### src/logic/store_macros.svh
`ifndef STORE_MACROS_SVH
`define STORE_MACROS_SVH

// words circulating in the line
`define STORE_WORDS 8

// phases per word time
`define STORE_PHASES 6

// one full revolution, every slot comes back after this many cycles
`define STORE_DELAY (`STORE_WORDS * `STORE_PHASES)

`define STORE_CHANS 4

`define WORD_W 3

`endif
### src/logic/store_pkg.sv
package store_pkg;

    // timing phases of one word time, in order of appearance
    typedef enum logic [2:0] {
        P_V1 = 3'd0,
        P_W4 = 3'd1,
        P_X4 = 3'd2,
        P_Y5 = 3'd3,
        P_Y6 = 3'd4,
        P_Z4 = 3'd5
    } phase_t;

    typedef enum logic [1:0] {
        CMD_SET   = 2'd0,
        CMD_CLEAR = 2'd1,
        CMD_READ  = 2'd2
    } cmd_t;

    typedef enum logic [1:0] {
        S_IDLE      = 2'd0,
        S_WAIT_SLOT = 2'd1,
        S_READ_PASS = 2'd2,
        S_DONE      = 2'd3
    } seq_state_t;

    // V1 and Y6 carry no channel
    function automatic phase_t chan_phase(input logic [1:0] chan);
        case (chan)
            2'd0:    return P_W4;
            2'd1:    return P_X4;
            2'd2:    return P_Y5;
            default: return P_Z4;
        endcase
    endfunction

endpackage

### src/logic/processor_store.sv
`timescale 1ns/1ps
`default_nettype none
`include "store_macros.svh"

module processor_store (
    input  wire                      SIM_CLK,
    input  wire                      rst_n,
    input  wire                      cmd_valid,
    input  wire store_pkg::cmd_t     cmd,
    input  wire [1:0]                cmd_chan,
    input  wire [`WORD_W-1:0]        cmd_word,
    output logic                     busy,
    output logic                     done,
    output logic [`STORE_CHANS-1:0]  rsp_flags
);

    import store_pkg::*;

    phase_t              phase;
    logic [`WORD_W-1:0]  word;
    logic                write_en;
    logic                write_bit;
    logic                latch_clear;
    logic                latch_en;
    logic                line_out;

    // slot timing for the whole store
    phase_timer i_phase_timer (
        .SIM_CLK (SIM_CLK),
        .rst_n   (rst_n),
        .phase   (phase),
        .word    (word)
    );

    store_sequencer i_store_sequencer (
        .SIM_CLK     (SIM_CLK),
        .rst_n       (rst_n),
        .cmd_valid   (cmd_valid),
        .cmd         (cmd),
        .cmd_chan    (cmd_chan),
        .cmd_word    (cmd_word),
        .phase       (phase),
        .word        (word),
        .write_en    (write_en),
        .write_bit   (write_bit),
        .latch_clear (latch_clear),
        .latch_en    (latch_en),
        .busy        (busy),
        .done        (done)
    );

    delay_line i_delay_line (
        .SIM_CLK   (SIM_CLK),
        .rst_n     (rst_n),
        .write_en  (write_en),
        .write_bit (write_bit),
        .line_out  (line_out)
    );

    // flags hold until the next read clears them
    read_latch i_read_latch (
        .SIM_CLK     (SIM_CLK),
        .rst_n       (rst_n),
        .phase       (phase),
        .latch_clear (latch_clear),
        .latch_en    (latch_en),
        .line_out    (line_out),
        .rsp_flags   (rsp_flags)
    );

endmodule
`default_nettype wire

### src/logic/store_sequencer.sv
`timescale 1ns/1ps
`default_nettype none
`include "store_macros.svh"

module store_sequencer (
    input  wire                      SIM_CLK,
    input  wire                      rst_n,
    input  wire                      cmd_valid,
    input  wire store_pkg::cmd_t     cmd,
    input  wire [1:0]                cmd_chan,
    input  wire [`WORD_W-1:0]        cmd_word,
    input  wire store_pkg::phase_t   phase,
    input  wire [`WORD_W-1:0]        word,
    output logic                     write_en,
    output logic                     write_bit,
    output logic                     latch_clear,
    output logic                     latch_en,
    output logic                     busy,
    output logic                     done
);

    import store_pkg::*;

    seq_state_t          state;
    seq_state_t          state_nxt;
    cmd_t                cmd_r;
    logic [1:0]          chan_r;
    logic [`WORD_W-1:0]  word_r;
    logic                accept;
    logic                word_hit;
    logic                bit_slot;
    logic                word_start;

    // new commands only get in while idle, anything else is dropped
    assign accept = (state == S_IDLE) && cmd_valid;

    always_ff @(posedge SIM_CLK) begin
        if (accept) begin
            cmd_r  <= cmd;
            chan_r <= cmd_chan;
            word_r <= cmd_word;
        end
    end

    assign word_hit   = (word == word_r);
    assign bit_slot   = word_hit && (phase == chan_phase(chan_r));
    assign word_start = word_hit && (phase == P_V1);

    always_comb begin
        state_nxt   = state;
        write_en    = 1'b0;
        latch_clear = 1'b0;
        latch_en    = 1'b0;

        case (state)
            S_IDLE: begin
                if (accept)
                    state_nxt = S_WAIT_SLOT;
            end

            S_WAIT_SLOT: begin
                case (cmd_r)
                    CMD_SET, CMD_CLEAR: begin
                        if (bit_slot) begin
                            write_en  = 1'b1;  // slot is at the line input now
                            state_nxt = S_DONE;
                        end
                    end
                    CMD_READ: begin
                        if (word_start) begin
                            latch_clear = 1'b1;
                            latch_en    = 1'b1;
                            state_nxt   = S_READ_PASS;
                        end
                    end
                    default: begin
                        state_nxt = S_DONE;  // unknown opcode just retires
                    end
                endcase
            end

            S_READ_PASS: begin
                latch_en = 1'b1;
                if (phase == P_Z4)
                    state_nxt = S_DONE;  // last channel sampled this cycle
            end

            default: begin
                state_nxt = S_IDLE;
            end
        endcase
    end

    always_ff @(posedge SIM_CLK or negedge rst_n) begin
        if (!rst_n)
            state <= S_IDLE;
        else
            state <= state_nxt;
    end

    // set writes a one, clear a zero
    assign write_bit = (cmd_r == CMD_SET);

    assign busy = (state != S_IDLE);
    assign done = (state == S_DONE);

endmodule
`default_nettype wire

### src/logic/read_latch.sv
`timescale 1ns/1ps
`default_nettype none
`include "store_macros.svh"

module read_latch (
    input  wire                      SIM_CLK,
    input  wire                      rst_n,
    input  wire store_pkg::phase_t   phase,
    input  wire                      latch_clear,
    input  wire                      latch_en,
    input  wire                      line_out,
    output logic [`STORE_CHANS-1:0]  rsp_flags
);

    import store_pkg::*;

    logic [`STORE_CHANS-1:0] chan_hit;

    // each flag samples the line only at its own phase
    always_comb begin
        for (int i = 0; i < `STORE_CHANS; i++) begin
            chan_hit[i] = latch_en && (phase == chan_phase(2'(i)));
        end
    end

    always_ff @(posedge SIM_CLK or negedge rst_n) begin
        if (!rst_n) begin
            rsp_flags <= '0;
        end else if (latch_clear) begin
            rsp_flags <= '0;  // start of the read pass
        end else begin
            for (int i = 0; i < `STORE_CHANS; i++) begin
                if (chan_hit[i])
                    rsp_flags[i] <= line_out;
            end
        end
    end

endmodule
`default_nettype wire

### src/logic/delay_line.sv
`timescale 1ns/1ps
`default_nettype none
`include "store_macros.svh"

module delay_line (
    input  wire  SIM_CLK,
    input  wire  rst_n,
    input  wire  write_en,
    input  wire  write_bit,
    output logic line_out
);

    logic [`STORE_DELAY-1:0] taps;
    logic                    line_in;

    // recirculation gate, a write replaces the bit of the current slot
    assign line_in = write_en ? write_bit : line_out;

    // oldest stage, same slot the timer shows this cycle
    assign line_out = taps[`STORE_DELAY-1];

    always_ff @(posedge SIM_CLK or negedge rst_n) begin
        if (!rst_n) begin
            taps <= '0;  // line starts empty
        end else begin
            taps <= {taps[`STORE_DELAY-2:0], line_in};
        end
    end

endmodule
`default_nettype wire

### src/logic/phase_timer.sv
`timescale 1ns/1ps
`default_nettype none
`include "store_macros.svh"

module phase_timer (
    input  wire                  SIM_CLK,
    input  wire                  rst_n,
    output store_pkg::phase_t    phase,
    output logic [`WORD_W-1:0]   word
);

    import store_pkg::*;

    phase_t phase_nxt;
    logic   last_phase;

    always_comb begin
        case (phase)
            P_V1:    phase_nxt = P_W4;
            P_W4:    phase_nxt = P_X4;
            P_X4:    phase_nxt = P_Y5;
            P_Y5:    phase_nxt = P_Y6;
            P_Y6:    phase_nxt = P_Z4;
            default: phase_nxt = P_V1;
        endcase
    end

    assign last_phase = (phase == P_Z4);

    always_ff @(posedge SIM_CLK or negedge rst_n) begin
        if (!rst_n) begin
            phase <= P_V1;
            word  <= '0;
        end else begin
            phase <= phase_nxt;
            if (last_phase) begin
                // word index steps once per word time
                if (word == `WORD_W'(`STORE_WORDS - 1))
                    word <= '0;
                else
                    word <= word + `WORD_W'(1);
            end
        end
    end

endmodule
`default_nettype wire

### config.mk
export PLATFORM = sky130hd
export DESIGN_NAME = processor_store
export DESIGN_NICKNAME = d
export VERILOG_FILES = /design/src/logic/store_pkg.sv /design/src/logic/processor_store.sv /design/src/logic/store_sequencer.sv /design/src/logic/read_latch.sv /design/src/logic/delay_line.sv /design/src/logic/phase_timer.sv
export VERILOG_INCLUDE_DIRS = /design/src /design/src/logic
export SDC_FILE = /design/constraint.sdc
export NUM_CORES = 1
export LEC_CHECK = 0
export ABC_AREA = 1
export BUFFER_PORTS_ARGS = -buffer_cell sky130_fd_sc_hd__buf_2
export CAP_MARGIN = 20
export CORE_ASPECT_RATIO = 0.5
export CORE_MARGIN = 2
export CORE_UTILIZATION = 52
export DETAILED_ROUTE_END_ITERATION = 8
export GPL_TIMING_DRIVEN = 0
export HOLD_SLACK_MARGIN = 0.1
export PLACE_DENSITY = 0.75
export SYNTH_ARGS = -nofsm -noshare
export SYNTH_HDL_FRONTEND = slang
export SYNTH_SLANG_ARGS = --single-unit
### constraint.sdc
create_clock -name SIM_CLK -period 1.3 [get_ports SIM_CLK]
set_input_delay 0 -clock SIM_CLK [delete_from_list [all_inputs] [get_ports SIM_CLK]]
set_output_delay 0 -clock SIM_CLK [all_outputs]
set_load 0.005 [all_outputs]
==> reports/qor.tcl, run 1 <==
set qor(run_status) {finished, violations left}
set qor(violations) {negative setup slack}
set qor(worst-slew-pin-transition_ns) 0.6007
set qor(post_synthesis_instance_area_sq_um) 2280
set qor(cts.reportedPaths.clkPinSlew_ns) 0.07
set qor(total_leakage_power_nw) 1.491
set qor(clk_sink_count) 67
set qor(final.period_utilization_pct) 124.9
set qor(finalClockSkew_ns) 0.008093
set qor(leading_area_contributor_after_synthesis) {dfrtp_1}
set qor(antenna_found_initial) 0
set qor(wire_length_of_the_first_global_routing_pass_microns) 6672
set qor(cpMostUsedCell) {nand2_1}
set qor(timing.setup.tns_ns) -1.285
set qor(tritoncts_clock_tree) {built}
set qor(number_of_failing_setup_endpoints_in_the_final_timing_report) 7
set qor(critical_path_buf_inv_count) 0
set qor(gr-usage-all-layers_pct) 18.28
set qor(crit_cells) 8
set qor(pwr_density_cell_nw_per_um2) 1669
set qor(cts-root-buf) {clkbuf_8}
set qor(final.setup.worst_slack_ns) -0.3241
set qor(dieWidth_microns) 97.64
set qor(post_route_cells_drive_above_1_share_pct) 26.42
set qor(synthesized_netlist_cell_count) 166
set qor(syn-mean-instance-area_sq_um) 13.73
set qor(finalHoldViolations) 0
set qor(r2r.worst_path.cells) 8
set qor(synth.area.top_cells) {dfrtp_1, edfxtp_1, ha_1}
set qor(io_buffer_count) 15
set qor(number_of_global_route_vias_before_repair) 1369
set qor(post-place-ws_ns) -0.3091
set qor(hold_path_depth) 3
set qor(number_of_violations_of_the_max_capacitance_limit) 0
set qor(vias) 1301
set qor(pin_count_of_the_biggest_net_entering_global_routing) 36
set qor(start_point_of_the_critical_path) {i_store_sequencer.chan_r[0]}
set qor(synth_sequential_area_ratio_pct) 75.08
set qor(cp_data_required_time_ns) 1.54
set qor(synth_top_cell_area_share_pct) 65.86
set qor(hold_path_class) {primary input to flip-flop}
set qor(critical-path-slowest-cell) {edfxtp_1}
set qor(detail_route.first_pass.iterations) 4
set qor(crit_path_start_kind) {flip-flop}
set qor(filler_cells) 255
set qor(power_mw) 4.725
set qor(path_class) {flip-flop to flip-flop}
set qor(die_y_microns) 50.82
set qor(detail_route.drc_violations) 0
set qor(drt.antenna.violating_nets) 0
set qor(grt_remaining_overflow) 0
set qor(rsz_0062_raised_after_global_routing) {true}
set qor(synth.yosys.warnings) 0
set qor(layout-area-overhead-vs-synth_pct) 24.15
set qor(synth_cell_types) 20
set qor(cp.arrival_ns) 1.86
set qor(sum_of_net_half_perimeters_after_detailed_placement_microns) 2206
set qor(place.detailed.instances) 236
set qor(critical_path.endpoint_type) {flip-flop}
set qor(routed_via_density) 4.891
set qor(fp-row-count) 16
set qor(irDropWorstVdd_mv) 0.8441
set qor(post-route-util_pct) 69.99
set qor(cts-htree-levels) 3
set qor(cts_buffer_depth) 2
set qor(detailed_place.area_sq_um) 2442
set qor(worstSkewPairLatency_ns) 0.33
set qor(final_period_minus_worst_setup_slack_ns) 1.624
set qor(final_weighted_congestion_in_routability_driven_placement) 0.7706
set qor(layout.area.seq_sq_um) 1712
set qor(fin_nets) 227
set qor(post_layout_nonfiller_instances) 266
set qor(routedWlPerCell_microns) 14.66
set qor(rr_startpoint) {i_store_sequencer.chan_r[0]}
set qor(synth.ff_latch_count) 67
set qor(syn_nets) 185
set qor(drt_iter0_markers) 44
set qor(starting_density_of_the_core_pct) 56.37
set qor(maximum_cell_stage_delay_along_the_critical_path_ns) 0.44
set qor(critical_path.cell_chain) {ha_4 -> xor2_1 -> nand2_1 -> nor2_2 -> nand2_2 -> nor3_4 -> nand2_1 -> o21ai_2}
set qor(floorplan.io_pins) 16
set qor(report.final.slew_viol_count) 0
set qor(diodes_inserted) 0
set qor(slew_headroom_pct) 59.95
set qor(die_area_sq_um) 4962
set qor(area_used_by_multi_input_combinational_logic_sq_um) 565.5
set qor(critical_path_peak_fanout) 2
set qor(highest_attainable_clock_frequency_mhz) 615.7
set qor(core_region_sq_um) 4044
set qor(worstHoldStart) {cmd_valid}
set qor(cp_top_family) {simple AND/OR/NAND/NOR gates}
set qor(final_area_sq_um) 2830
set qor(worst_hold_slack_ns) 0.1159
set qor(totalWireLength_microns) 3899
set qor(cts_made_buffers) 9
[metal layers]
| layer | GRT usage, % | up-vias | part of all wire, % |
|---|---|---|---|
| li1 | - | 627 | - |
| met1 | 24.91 | 654 | 49 |
| met2 | 28.85 | 15 | 48 |
| met3 | 5.198 | 5 | 2.7 |
| met4 | 6.713 | 0 | 0.72 |
| met5 | 0 | - | 0 |
[where the power goes]
part           total [mW]  switching (mW)  internal [mW]
clock network        1.58           0.733          0.852
registers            2.26          0.0521           2.21
logic               0.878           0.570          0.308
[cells in the final DEF (no fill, tap or decap)]
| cell | Yosys | final |
|---|---|---|
| o21ai_2 | 0 | 1 |
| nor2_1 | 6 | 5 |
| o31ai_1 | 4 | 2 |
| inv_4 | 0 | 1 |
| inv_1 | 19 | 16 |
| dfrtp_1 | 60 | 60 |
| clkbuf_8 | 0 | 10 |
| o21ai_0 | 5 | 4 |
| o311ai_1 | 0 | 2 |
| nand4_2 | 0 | 1 |
| edfxtp_1 | 7 | 7 |
| nand4_1 | 2 | 2 |
| nor2_4 | 0 | 1 |
| dlygate4sd3_1 | 0 | 8 |
| clkbuf_1 | 0 | 1 |
| nand3_1 | 4 | 4 |
| xor2_1 | 4 | 4 |
| nor2_2 | 2 | 2 |
| buf_12 | 0 | 1 |
| clkinv_4 | 0 | 1 |
| buf_4 | 0 | 5 |
| clkbuf_16 | 0 | 1 |
| o21a_1 | 1 | 1 |
| nor3_4 | 0 | 1 |
| ha_4 | 0 | 1 |
| inv_2 | 1 | 4 |
| buf_6 | 0 | 1 |
| nand4_4 | 1 | 1 |
| ha_1 | 9 | 8 |
| nand2_2 | 1 | 3 |
| o311ai_2 | 0 | 2 |
| nand3_2 | 1 | 1 |
| a21oi_1 | 4 | 4 |
| nand2_1 | 30 | 28 |
| buf_2 | 0 | 15 |
| clkinv_2 | 0 | 1 |
| o31ai_2 | 0 | 2 |
[flip-flops by register name, summed over array words and instances, names as in the netlist]
signal                    flops
i_delay_line.taps            48
i_phase_timer.phase           3
i_phase_timer.word            3
i_read_latch.rsp_flags        4
i_store_sequencer.chan_r      2
i_store_sequencer.cmd_r       2
i_store_sequencer.state       2
i_store_sequencer.word_r      3
[cells by family (layout without fill, tap and decap cells)]
logic type	count (synthesis)	in the layout	synth area share, %
and+or+nand+nor	48	49	9.989
DFF	67	67	75.08
AOI/OAI and AO/OA	18	18	5.159
xor gates and xnor gates	4	4	1.537
adders and majority gates	9	9	4.940
buffers and inverters	20	65	3.293
[cell type report]
class	instances	share of cell area [%]
multi-input combinational	80	19.98
timing repair buffer	30	7.913
inverter	20	2.653
tap	54	2.387
sequential	67	60.48
clock buffer	12	5.880
clock inverter	3	0.7073
[cell usage after synthesis, drive strengths merged]
cell type	number
dfrtp	60
nand2	31
xor2	4
edfxtp	7
nand3	5
nor2	8
o31ai	4
o311ai	4
inv	20
ha	9
a21oi	4
o21a	1
nand4	3
nor3	1
o21ai	5
[final timing paths]
check	endpoint	slack [ns]
worst max register to register	i_delay_line.taps[0]	-0.32
worst min-delay path	i_store_sequencer.word_r[0]	0.12
worst min register to register	i_delay_line.taps[35]	0.35
min in group asynchronous	i_delay_line.taps[1]	0.23
max in group asynchronous	i_read_latch.rsp_flags[1]	0.48
worst max-delay path	i_delay_line.taps[0]	-0.32
[worst reg2reg max path, cell delays in order, from the launching register on]
cell	delay, ns
edfxtp_1	0.44
ha_4	0.30
xor2_1	0.13
nand2_1	0.09
nor2_2	0.11
nand2_2	0.09
nor3_4	0.20
nand2_1	0.08
o21ai_2	0.10
[what timing repair did]
item                       in CTS  in global routing
setup endpoints to repair      14                 15
hold endpoints to repair       34                  0
gates resized for setup         6                 11
hold buffers                    8                  0
setup buffers                   2                  4
pin swaps                       1                  5
cloned                          1                  0
(Power assumes the default switching activity.)
==> run 2, diff against run 1 <==
--- a/config.mk
+++ b/config.mk
@@ -11,11 +11,12 @@
 export CAP_MARGIN = 20
 export CORE_ASPECT_RATIO = 0.5
 export CORE_MARGIN = 2
-export CORE_UTILIZATION = 52
+export CORE_UTILIZATION = 62
 export DETAILED_ROUTE_END_ITERATION = 8
 export GPL_TIMING_DRIVEN = 0
 export HOLD_SLACK_MARGIN = 0.1
-export PLACE_DENSITY = 0.75
+export PLACE_DENSITY = 0.84
+export SLEW_MARGIN = 40
 export SYNTH_ARGS = -nofsm -noshare
 export SYNTH_HDL_FRONTEND = slang
 export SYNTH_SLANG_ARGS = --single-unit
==> constraint.sdc (replaced) <==
create_clock -name SIM_CLK -period 1.95 [get_ports SIM_CLK]
set_input_delay 0 -clock SIM_CLK [delete_from_list [all_inputs] [get_ports SIM_CLK]]
set_output_delay 0 -clock SIM_CLK [all_outputs]
set_load 0.005 [all_outputs]
==> reports/qor.tcl, run 2 (synthesized netlist as in run 1, its figures left out) <==
set qor(run_status) {finished, final reports clean}
set qor(final.setup.worst_slack_ns) 0.2994 ;# +0.6235 ns
set qor(finalHoldViolations) 0 ;# unchanged
set qor(drt_iter0_markers) 95 ;# +120%
set qor(cts.reportedPaths.clkPinSlew_ns) 0.07 ;# about the same
set qor(cts-root-buf) {clkbuf_8}
set qor(antenna_found_initial) 0 ;# unchanged
set qor(number_of_violations_of_the_max_capacitance_limit) 0 ;# unchanged
set qor(largest_reg_flops) 48 ;# unchanged
set qor(grt_remaining_overflow) 0 ;# unchanged
set qor(finalClockSkew_ns) 0.005481 ;# -0.002612 ns
set qor(worst-slew-pin-transition_ns) 0.7074 ;# +0.1066 ns
set qor(vias) 1255 ;# -3.5%
set qor(fin_nets) 219 ;# -3.5%
set qor(post_route_cells_drive_above_1_share_pct) 18.54 ;# -7.9 points
set qor(routedWlPerCell_microns) 14.33 ;# -2.2%
set qor(timing.setup.tns_ns) 0 ;# +1.285 ns
set qor(totalWireLength_microns) 3669 ;# -5.9%
set qor(largest_registers) {i_delay_line.taps (48), i_read_latch.rsp_flags (4)}
set qor(worstSkewPairLatency_ns) 0.34 ;# about the same
set qor(detail_route.first_pass.iterations) 4 ;# unchanged
set qor(routed_via_density) 4.902 ;# +0.23%
set qor(irDropWorstVdd_mv) 0.7931 ;# -6.0%
set qor(critical_path.endpoint_type) {flip-flop}
set qor(fp-row-count) 15 ;# -1
set qor(cts_buffer_depth) 2 ;# unchanged
set qor(drt.antenna.violating_nets) 0 ;# unchanged
set qor(number_of_failing_setup_endpoints_in_the_final_timing_report) 0 ;# -7
set qor(post_cts_resize_count) 0 ;# -6
set qor(layout-area-overhead-vs-synth_pct) 19.76
set qor(wire_length_of_the_first_global_routing_pass_microns) 5885 ;# -12%
set qor(power_mw) 3.244 ;# -31%
set qor(dieWidth_microns) 89.76 ;# -8.1%
set qor(final.period_utilization_pct) 84.65 ;# -40 points
set qor(die_y_microns) 46.88 ;# -7.8%
set qor(pwr_density_cell_nw_per_um2) 1188 ;# -29%
set qor(pin_count_of_the_biggest_net_entering_global_routing) 61 ;# +69%
set qor(final_period_minus_worst_setup_slack_ns) 1.651 ;# +0.02653 ns
set qor(largest_register) {i_delay_line.taps}
set qor(clk_sink_count) 67 ;# unchanged
set qor(hold_path_class) {primary input to flip-flop}
set qor(gr-usage-all-layers_pct) 20.34 ;# +2.1 points
set qor(most_common_cell_after_layout_fill_and_taps_aside) {dfrtp_1}
set qor(die_area_sq_um) 4207 ;# -15%
set qor(report.final.slew_viol_count) 0 ;# unchanged
set qor(highest_attainable_clock_frequency_mhz) 605.8 ;# -1.6%
set qor(slew_headroom_pct) 52.84 ;# -7.1 points
set qor(critical_path_peak_fanout) 8 ;# +6
set qor(total_leakage_power_nw) 1.450 ;# -2.7%
set qor(core_region_sq_um) 3472 ;# -14%
set qor(cts-htree-levels) 3 ;# unchanged
set qor(diodes_inserted) 0 ;# unchanged
set qor(post-place-ws_ns) 0.3507 ;# +0.6599 ns
set qor(detail_route.drc_violations) 0 ;# unchanged
set qor(floorplan.io_pins) 16 ;# unchanged
set qor(path_class) {flip-flop to flip-flop}
set qor(filler_cells) 178 ;# -30%
set qor(post-cts-setup-buffer-count) 0 ;# -2
set qor(sum_of_net_half_perimeters_after_detailed_placement_microns) 2068 ;# -6.2%
set qor(io_buffer_count) 15 ;# unchanged
set qor(holdBufCountCts) 8 ;# unchanged
set qor(starting_density_of_the_core_pct) 65.66 ;# +9.3 points
set qor(rsz_0062_raised_after_global_routing) {false}
set qor(final_weighted_congestion_in_routability_driven_placement) 0.8777 ;# +14%
set qor(layout.cells.most_common_list) {dfrtp_1, nand2_1, inv_1}
set qor(tritoncts_clock_tree) {built}
set qor(cts_made_buffers) 9 ;# unchanged
set qor(cp.arrival_ns) 1.85 ;# about the same
set qor(number_of_global_route_vias_before_repair) 1227 ;# -10%
set qor(cp_data_required_time_ns) 2.15 ;# +0.61 ns
set qor(crit_path_start_kind) {flip-flop}
==> run 2: path summary, 6_finish.rpt <==
| kind | start | endpoint | slack, ns | depth (start not counted) |
|---|---|---|---|---|
| min in group asynchronous | rst_n | i_delay_line.taps[14] | 0.26 | 2 |
| hold reg to reg | i_delay_line.taps[27] | i_delay_line.taps[28] | 0.35 | 0 |
| hold / removal | cmd_valid | i_store_sequencer.state[0] | 0.13 | 5 |
| max in group asynchronous | rst_n | i_store_sequencer.state[0] | 1.22 | 2 |
| setup / recovery | i_store_sequencer.state[0] | i_read_latch.rsp_flags[0] | 0.30 | 5 |
| setup reg to reg | i_store_sequencer.state[0] | i_read_latch.rsp_flags[0] | 0.30 | 5 |
==> run 2: where the power goes <==
group	switching (mW)	internal [mW]	leakage (nW)	total (mW)
Combinational	0.311	0.158	0.439	0.469
Sequential	0.0473	1.47	0.896	1.52
Clock	0.512	0.743	0.115	1.25
==> run 2: metal layers <==
layer	global-route usage (%)	routed length, microns	vias up
met5	0	0	-
met4	8.000	8	0
met3	10.27	196	2
met2	33.18	1806	32
met1	24.45	1658	614
li1	-	-	607
==> run 2: final cells by class <==
class	instances	area, sq um	area share, %
flip-flops and latches	67	1712	62.69
inverters	20	75.07	2.750
repair buffers	23	157.7	5.775
multi-input cells	79	493.0	18.06
well taps	51	63.81	2.337
clock buffers	12	176.4	6.462
clock inverters	4	52.55	1.925
==> run 2: stage by stage <==
| step | utilization [%] | instance area (sq um) | hold slack, ns | std cells |
|---|---|---|---|---|
| after floorplan | - | 2280 | -0.2956 | 166 |
| after global placement | 69.66 | 2419 | 0.1770 | 232 |
| after detailed placement | 69.73 | 2421 | 0.1015 | 232 |
| after CTS | 78.63 | 2730 | 0.1142 | 256 |
| after global routing | 78.63 | 2730 | 0.1263 | 256 |
| final | 78.63 | 2730 | 0.1314 | 256 |
==> run 2: worst max-delay path, stage by stage, from the launching register on <==
cell and delay (ns):
dfrtp_1 0.43, inv_1 0.09, ha_1 0.31, inv_1 0.13, o311ai_0 0.46, nand2_1 0.10
==> run 3, diff against run 2 <==
--- a/config.mk
+++ b/config.mk
@@ -11,11 +11,11 @@
 export CAP_MARGIN = 20
 export CORE_ASPECT_RATIO = 0.5
 export CORE_MARGIN = 2
-export CORE_UTILIZATION = 62
+export CORE_UTILIZATION = 52
 export DETAILED_ROUTE_END_ITERATION = 8
 export GPL_TIMING_DRIVEN = 0
 export HOLD_SLACK_MARGIN = 0.1
-export PLACE_DENSITY = 0.84
+export PLACE_DENSITY = 0.75
 export SLEW_MARGIN = 40
 export SYNTH_ARGS = -nofsm -noshare
 export SYNTH_HDL_FRONTEND = slang
==> constraint.sdc (replaced) <==
create_clock -name SIM_CLK -period 1.36 [get_ports SIM_CLK]
set_input_delay 0 -clock SIM_CLK [delete_from_list [all_inputs] [get_ports SIM_CLK]]
set_output_delay 0 -clock SIM_CLK [all_outputs]
set_load 0.005 [all_outputs]
==> reports/qor.tcl, run 3 (synthesized netlist as in run 1, its figures left out) <==
set qor(run_status) {finished, violations left}
set qor(violations) {negative setup slack}
set qor(cpMostUsedCell) {nand2_1}
set qor(final.setup.worst_slack_ns) -0.2697 ;# -0.5690 ns
set qor(critical-path-slowest-cell) {edfxtp_1}
set qor(pwr_density_cell_nw_per_um2) 1641 ;# +38%
set qor(total_leakage_power_nw) 1.459 ;# +0.61%
set qor(cp_data_required_time_ns) 1.61 ;# -0.54 ns
set qor(starting_density_of_the_core_pct) 56.37 ;# -9.3 points
set qor(most_common_cell_after_layout_fill_and_taps_aside) {dfrtp_1}
set qor(sum_of_net_half_perimeters_after_detailed_placement_microns) 2013 ;# -2.7%
set qor(maximum_cell_stage_delay_along_the_critical_path_ns) 0.45 ;# about the same
set qor(clk_sink_count) 67 ;# unchanged
set qor(number_of_global_route_vias_before_repair) 1243 ;# +1.3%
set qor(worstSkewPairLatency_ns) 0.33 ;# about the same
set qor(drt.antenna.violating_nets) 0 ;# unchanged
set qor(detail_route.first_pass.iterations) 4 ;# unchanged
set qor(endpoint_worst_hold) {i_store_sequencer.state[1]}
set qor(report.final.slew_viol_count) 0 ;# unchanged
set qor(gr-usage-all-layers_pct) 17.36 ;# -3.0 points
set qor(cts-htree-levels) 3 ;# unchanged
set qor(floorplan.io_pins) 16 ;# unchanged
set qor(cts_made_buffers) 9 ;# unchanged
set qor(timing.rr.end) {i_delay_line.taps[0]}
set qor(io_buffer_count) 15 ;# unchanged
set qor(rsz_0062_raised_after_global_routing) {true}
set qor(worst-slew-pin-transition_ns) 0.7090 ;# +0.001659 ns
set qor(die_area_sq_um) 4962 ;# +18%
set qor(path_class) {flip-flop to flip-flop}
set qor(largest_registers) {i_delay_line.taps (48), i_read_latch.rsp_flags (4)}
set qor(layout-area-overhead-vs-synth_pct) 21.24
set qor(fin_nets) 221 ;# +0.91%
set qor(vias) 1246 ;# -0.72%
set qor(routedWlPerCell_microns) 13.47 ;# -6.0%
set qor(rr_startpoint) {i_store_sequencer.chan_r[0]}
set qor(number_of_failing_setup_endpoints_in_the_final_timing_report) 7 ;# +7
set qor(cts-root-buf) {clkbuf_8}
set qor(critical_path.cell_chain) {ha_4 -> xor2_1 -> nand2_1 -> nor2_2 -> nand2_2 -> nor3_4 -> nand2_1 -> o21ai_2}
set qor(detail_route.drc_violations) 0 ;# unchanged
set qor(filler_cells) 268 ;# +51%
set qor(die_y_microns) 50.82 ;# +8.4%
set qor(dieWidth_microns) 97.64 ;# +8.8%
set qor(antenna_found_initial) 0 ;# unchanged
set qor(hold_path_depth) 5 ;# unchanged
set qor(pin_count_of_the_biggest_net_entering_global_routing) 61 ;# unchanged
set qor(number_of_violations_of_the_max_capacitance_limit) 0 ;# unchanged
set qor(diodes_inserted) 0 ;# unchanged
set qor(worstHoldStart) {cmd_valid}
set qor(layout.area.seq_sq_um) 1712 ;# unchanged
set qor(reg2reg_slack_ns) -0.27 ;# -0.57 ns
set qor(grt_remaining_overflow) 0 ;# unchanged
set qor(finalClockSkew_ns) 0.008133 ;# +0.002652 ns
set qor(layout.cells.most_common_list) {dfrtp_1, nand2_1, inv_1}
set qor(highest_attainable_clock_frequency_mhz) 613.6 ;# +1.3%
set qor(cp.arrival_ns) 1.88 ;# +0.03 ns
set qor(final_period_minus_worst_setup_slack_ns) 1.630 ;# -0.02096 ns
set qor(critical_path.endpoint_type) {flip-flop}
set qor(irDropWorstVdd_mv) 0.6641 ;# -16%
set qor(largest_register) {i_delay_line.taps}
set qor(post-place-ws_ns) -0.1852 ;# -0.5359 ns
set qor(slew_headroom_pct) 52.73 ;# -0.11 points
set qor(routed_via_density) 4.774 ;# -2.6%
set qor(critical_path_peak_fanout) 2 ;# -6
set qor(cts_buffer_depth) 2 ;# unchanged
set qor(drt_iter0_markers) 87 ;# -8.4%
set qor(largest_reg_flops) 48 ;# unchanged
set qor(power_mw) 4.536 ;# +40%
set qor(crit_path_start_kind) {flip-flop}
set qor(r2r.worst_path.cells) 8 ;# +3
set qor(finalHoldViolations) 0 ;# unchanged
set qor(area_used_by_multi_input_combinational_logic_sq_um) 530.5 ;# +7.6%
set qor(fp-row-count) 16 ;# +1
set qor(totalWireLength_microns) 3516 ;# -4.2%
set qor(post_route_cells_drive_above_1_share_pct) 23.67 ;# +5.1 points
set qor(tritoncts_clock_tree) {built}
set qor(hold_path_class) {primary input to flip-flop}
set qor(cts.reportedPaths.clkPinSlew_ns) 0.07 ;# about the same
set qor(wire_length_of_the_first_global_routing_pass_microns) 6092 ;# +3.5%
set qor(final_weighted_congestion_in_routability_driven_placement) 0.7747 ;# -12%
set qor(core_region_sq_um) 4044 ;# +16%
set qor(final.period_utilization_pct) 119.8 ;# +35 points
==> run 3: metal layers <==
layer	vias to the layer above	share of wire, %	GRT usage, %
met2	22	49	24.48
met1	607	46	22.75
met4	0	1.1	6.250
li1	612	-	-
met3	5	3.8	9.850
met5	-	0	0
==> run 3: final cells by class <==
type | instances | share of cell area [%]
Tap cell | 54 | 2.445
Multi-Input combinational cell | 79 | 19.19
Sequential cell | 67 | 61.93
Timing Repair Buffer | 25 | 6.247
Clock buffer | 12 | 6.383
Inverter | 20 | 2.716
Clock inverter | 4 | 1.086
==> run 3: how the worst max path moves through the flow <==
| stage | slack, ns | from | end |
|---|---|---|---|
| after global placement | -0.16 | i_store_sequencer.chan_r[0] | i_delay_line.taps[0] |
| after global routing | -0.33 | i_store_sequencer.chan_r[0] | i_delay_line.taps[0] |
| after CTS | -0.19 | i_store_sequencer.chan_r[0] | i_delay_line.taps[0] |
| after detailed placement | -0.19 | i_store_sequencer.chan_r[0] | i_delay_line.taps[0] |
| after floorplan | -0.007 | i_store_sequencer.chan_r[0] | i_store_sequencer.state[0] |
| final | -0.27 | i_store_sequencer.chan_r[0] | i_delay_line.taps[0] |
==> run 3: critical path, delay by kind of cell (launching register included) <==
| family | cells | cell delay (ns) |
|---|---|---|
| AOI/OAI and AO/OA | 1 | 0.09 |
| xor gates and xnor gates | 1 | 0.14 |
| adders and majority gates | 1 | 0.30 |
| and+or+nand+nor | 5 | 0.58 |
| DFF | 1 | 0.45 |
==> run 3: through the flow <==
step                      util, %  setup TNS, ns  cell area, sq um  std cells  hold slack [ns]
after floorplan                 -       -0.01444              2280        166          -0.2956
after global placement      59.90        -0.6427              2422        235           0.1769
after detailed placement    59.96        -0.9297              2425        235           0.1003
after CTS                   68.07        -0.5145              2753        261           0.1020
after global routing        68.35         -1.428              2764        261           0.1327
final                       68.35        -0.7616              2764        261           0.1246
==> run 3: report_power, final <==
group	internal [mW]	total (mW)	switching, mW
Clock	0.878	1.61	0.734
Combinational	0.277	0.766	0.489
Sequential	2.11	2.16	0.0452
==> run 3: repair_timing <==
action	CTS	global route
hold buffers	8	0
endpoints found under the setup margin	7	7
resized for setup	11	5
gates cloned	0	0
buffers inserted	2	0
endpoints found under the hold margin	67	0
pin swaps	1	2
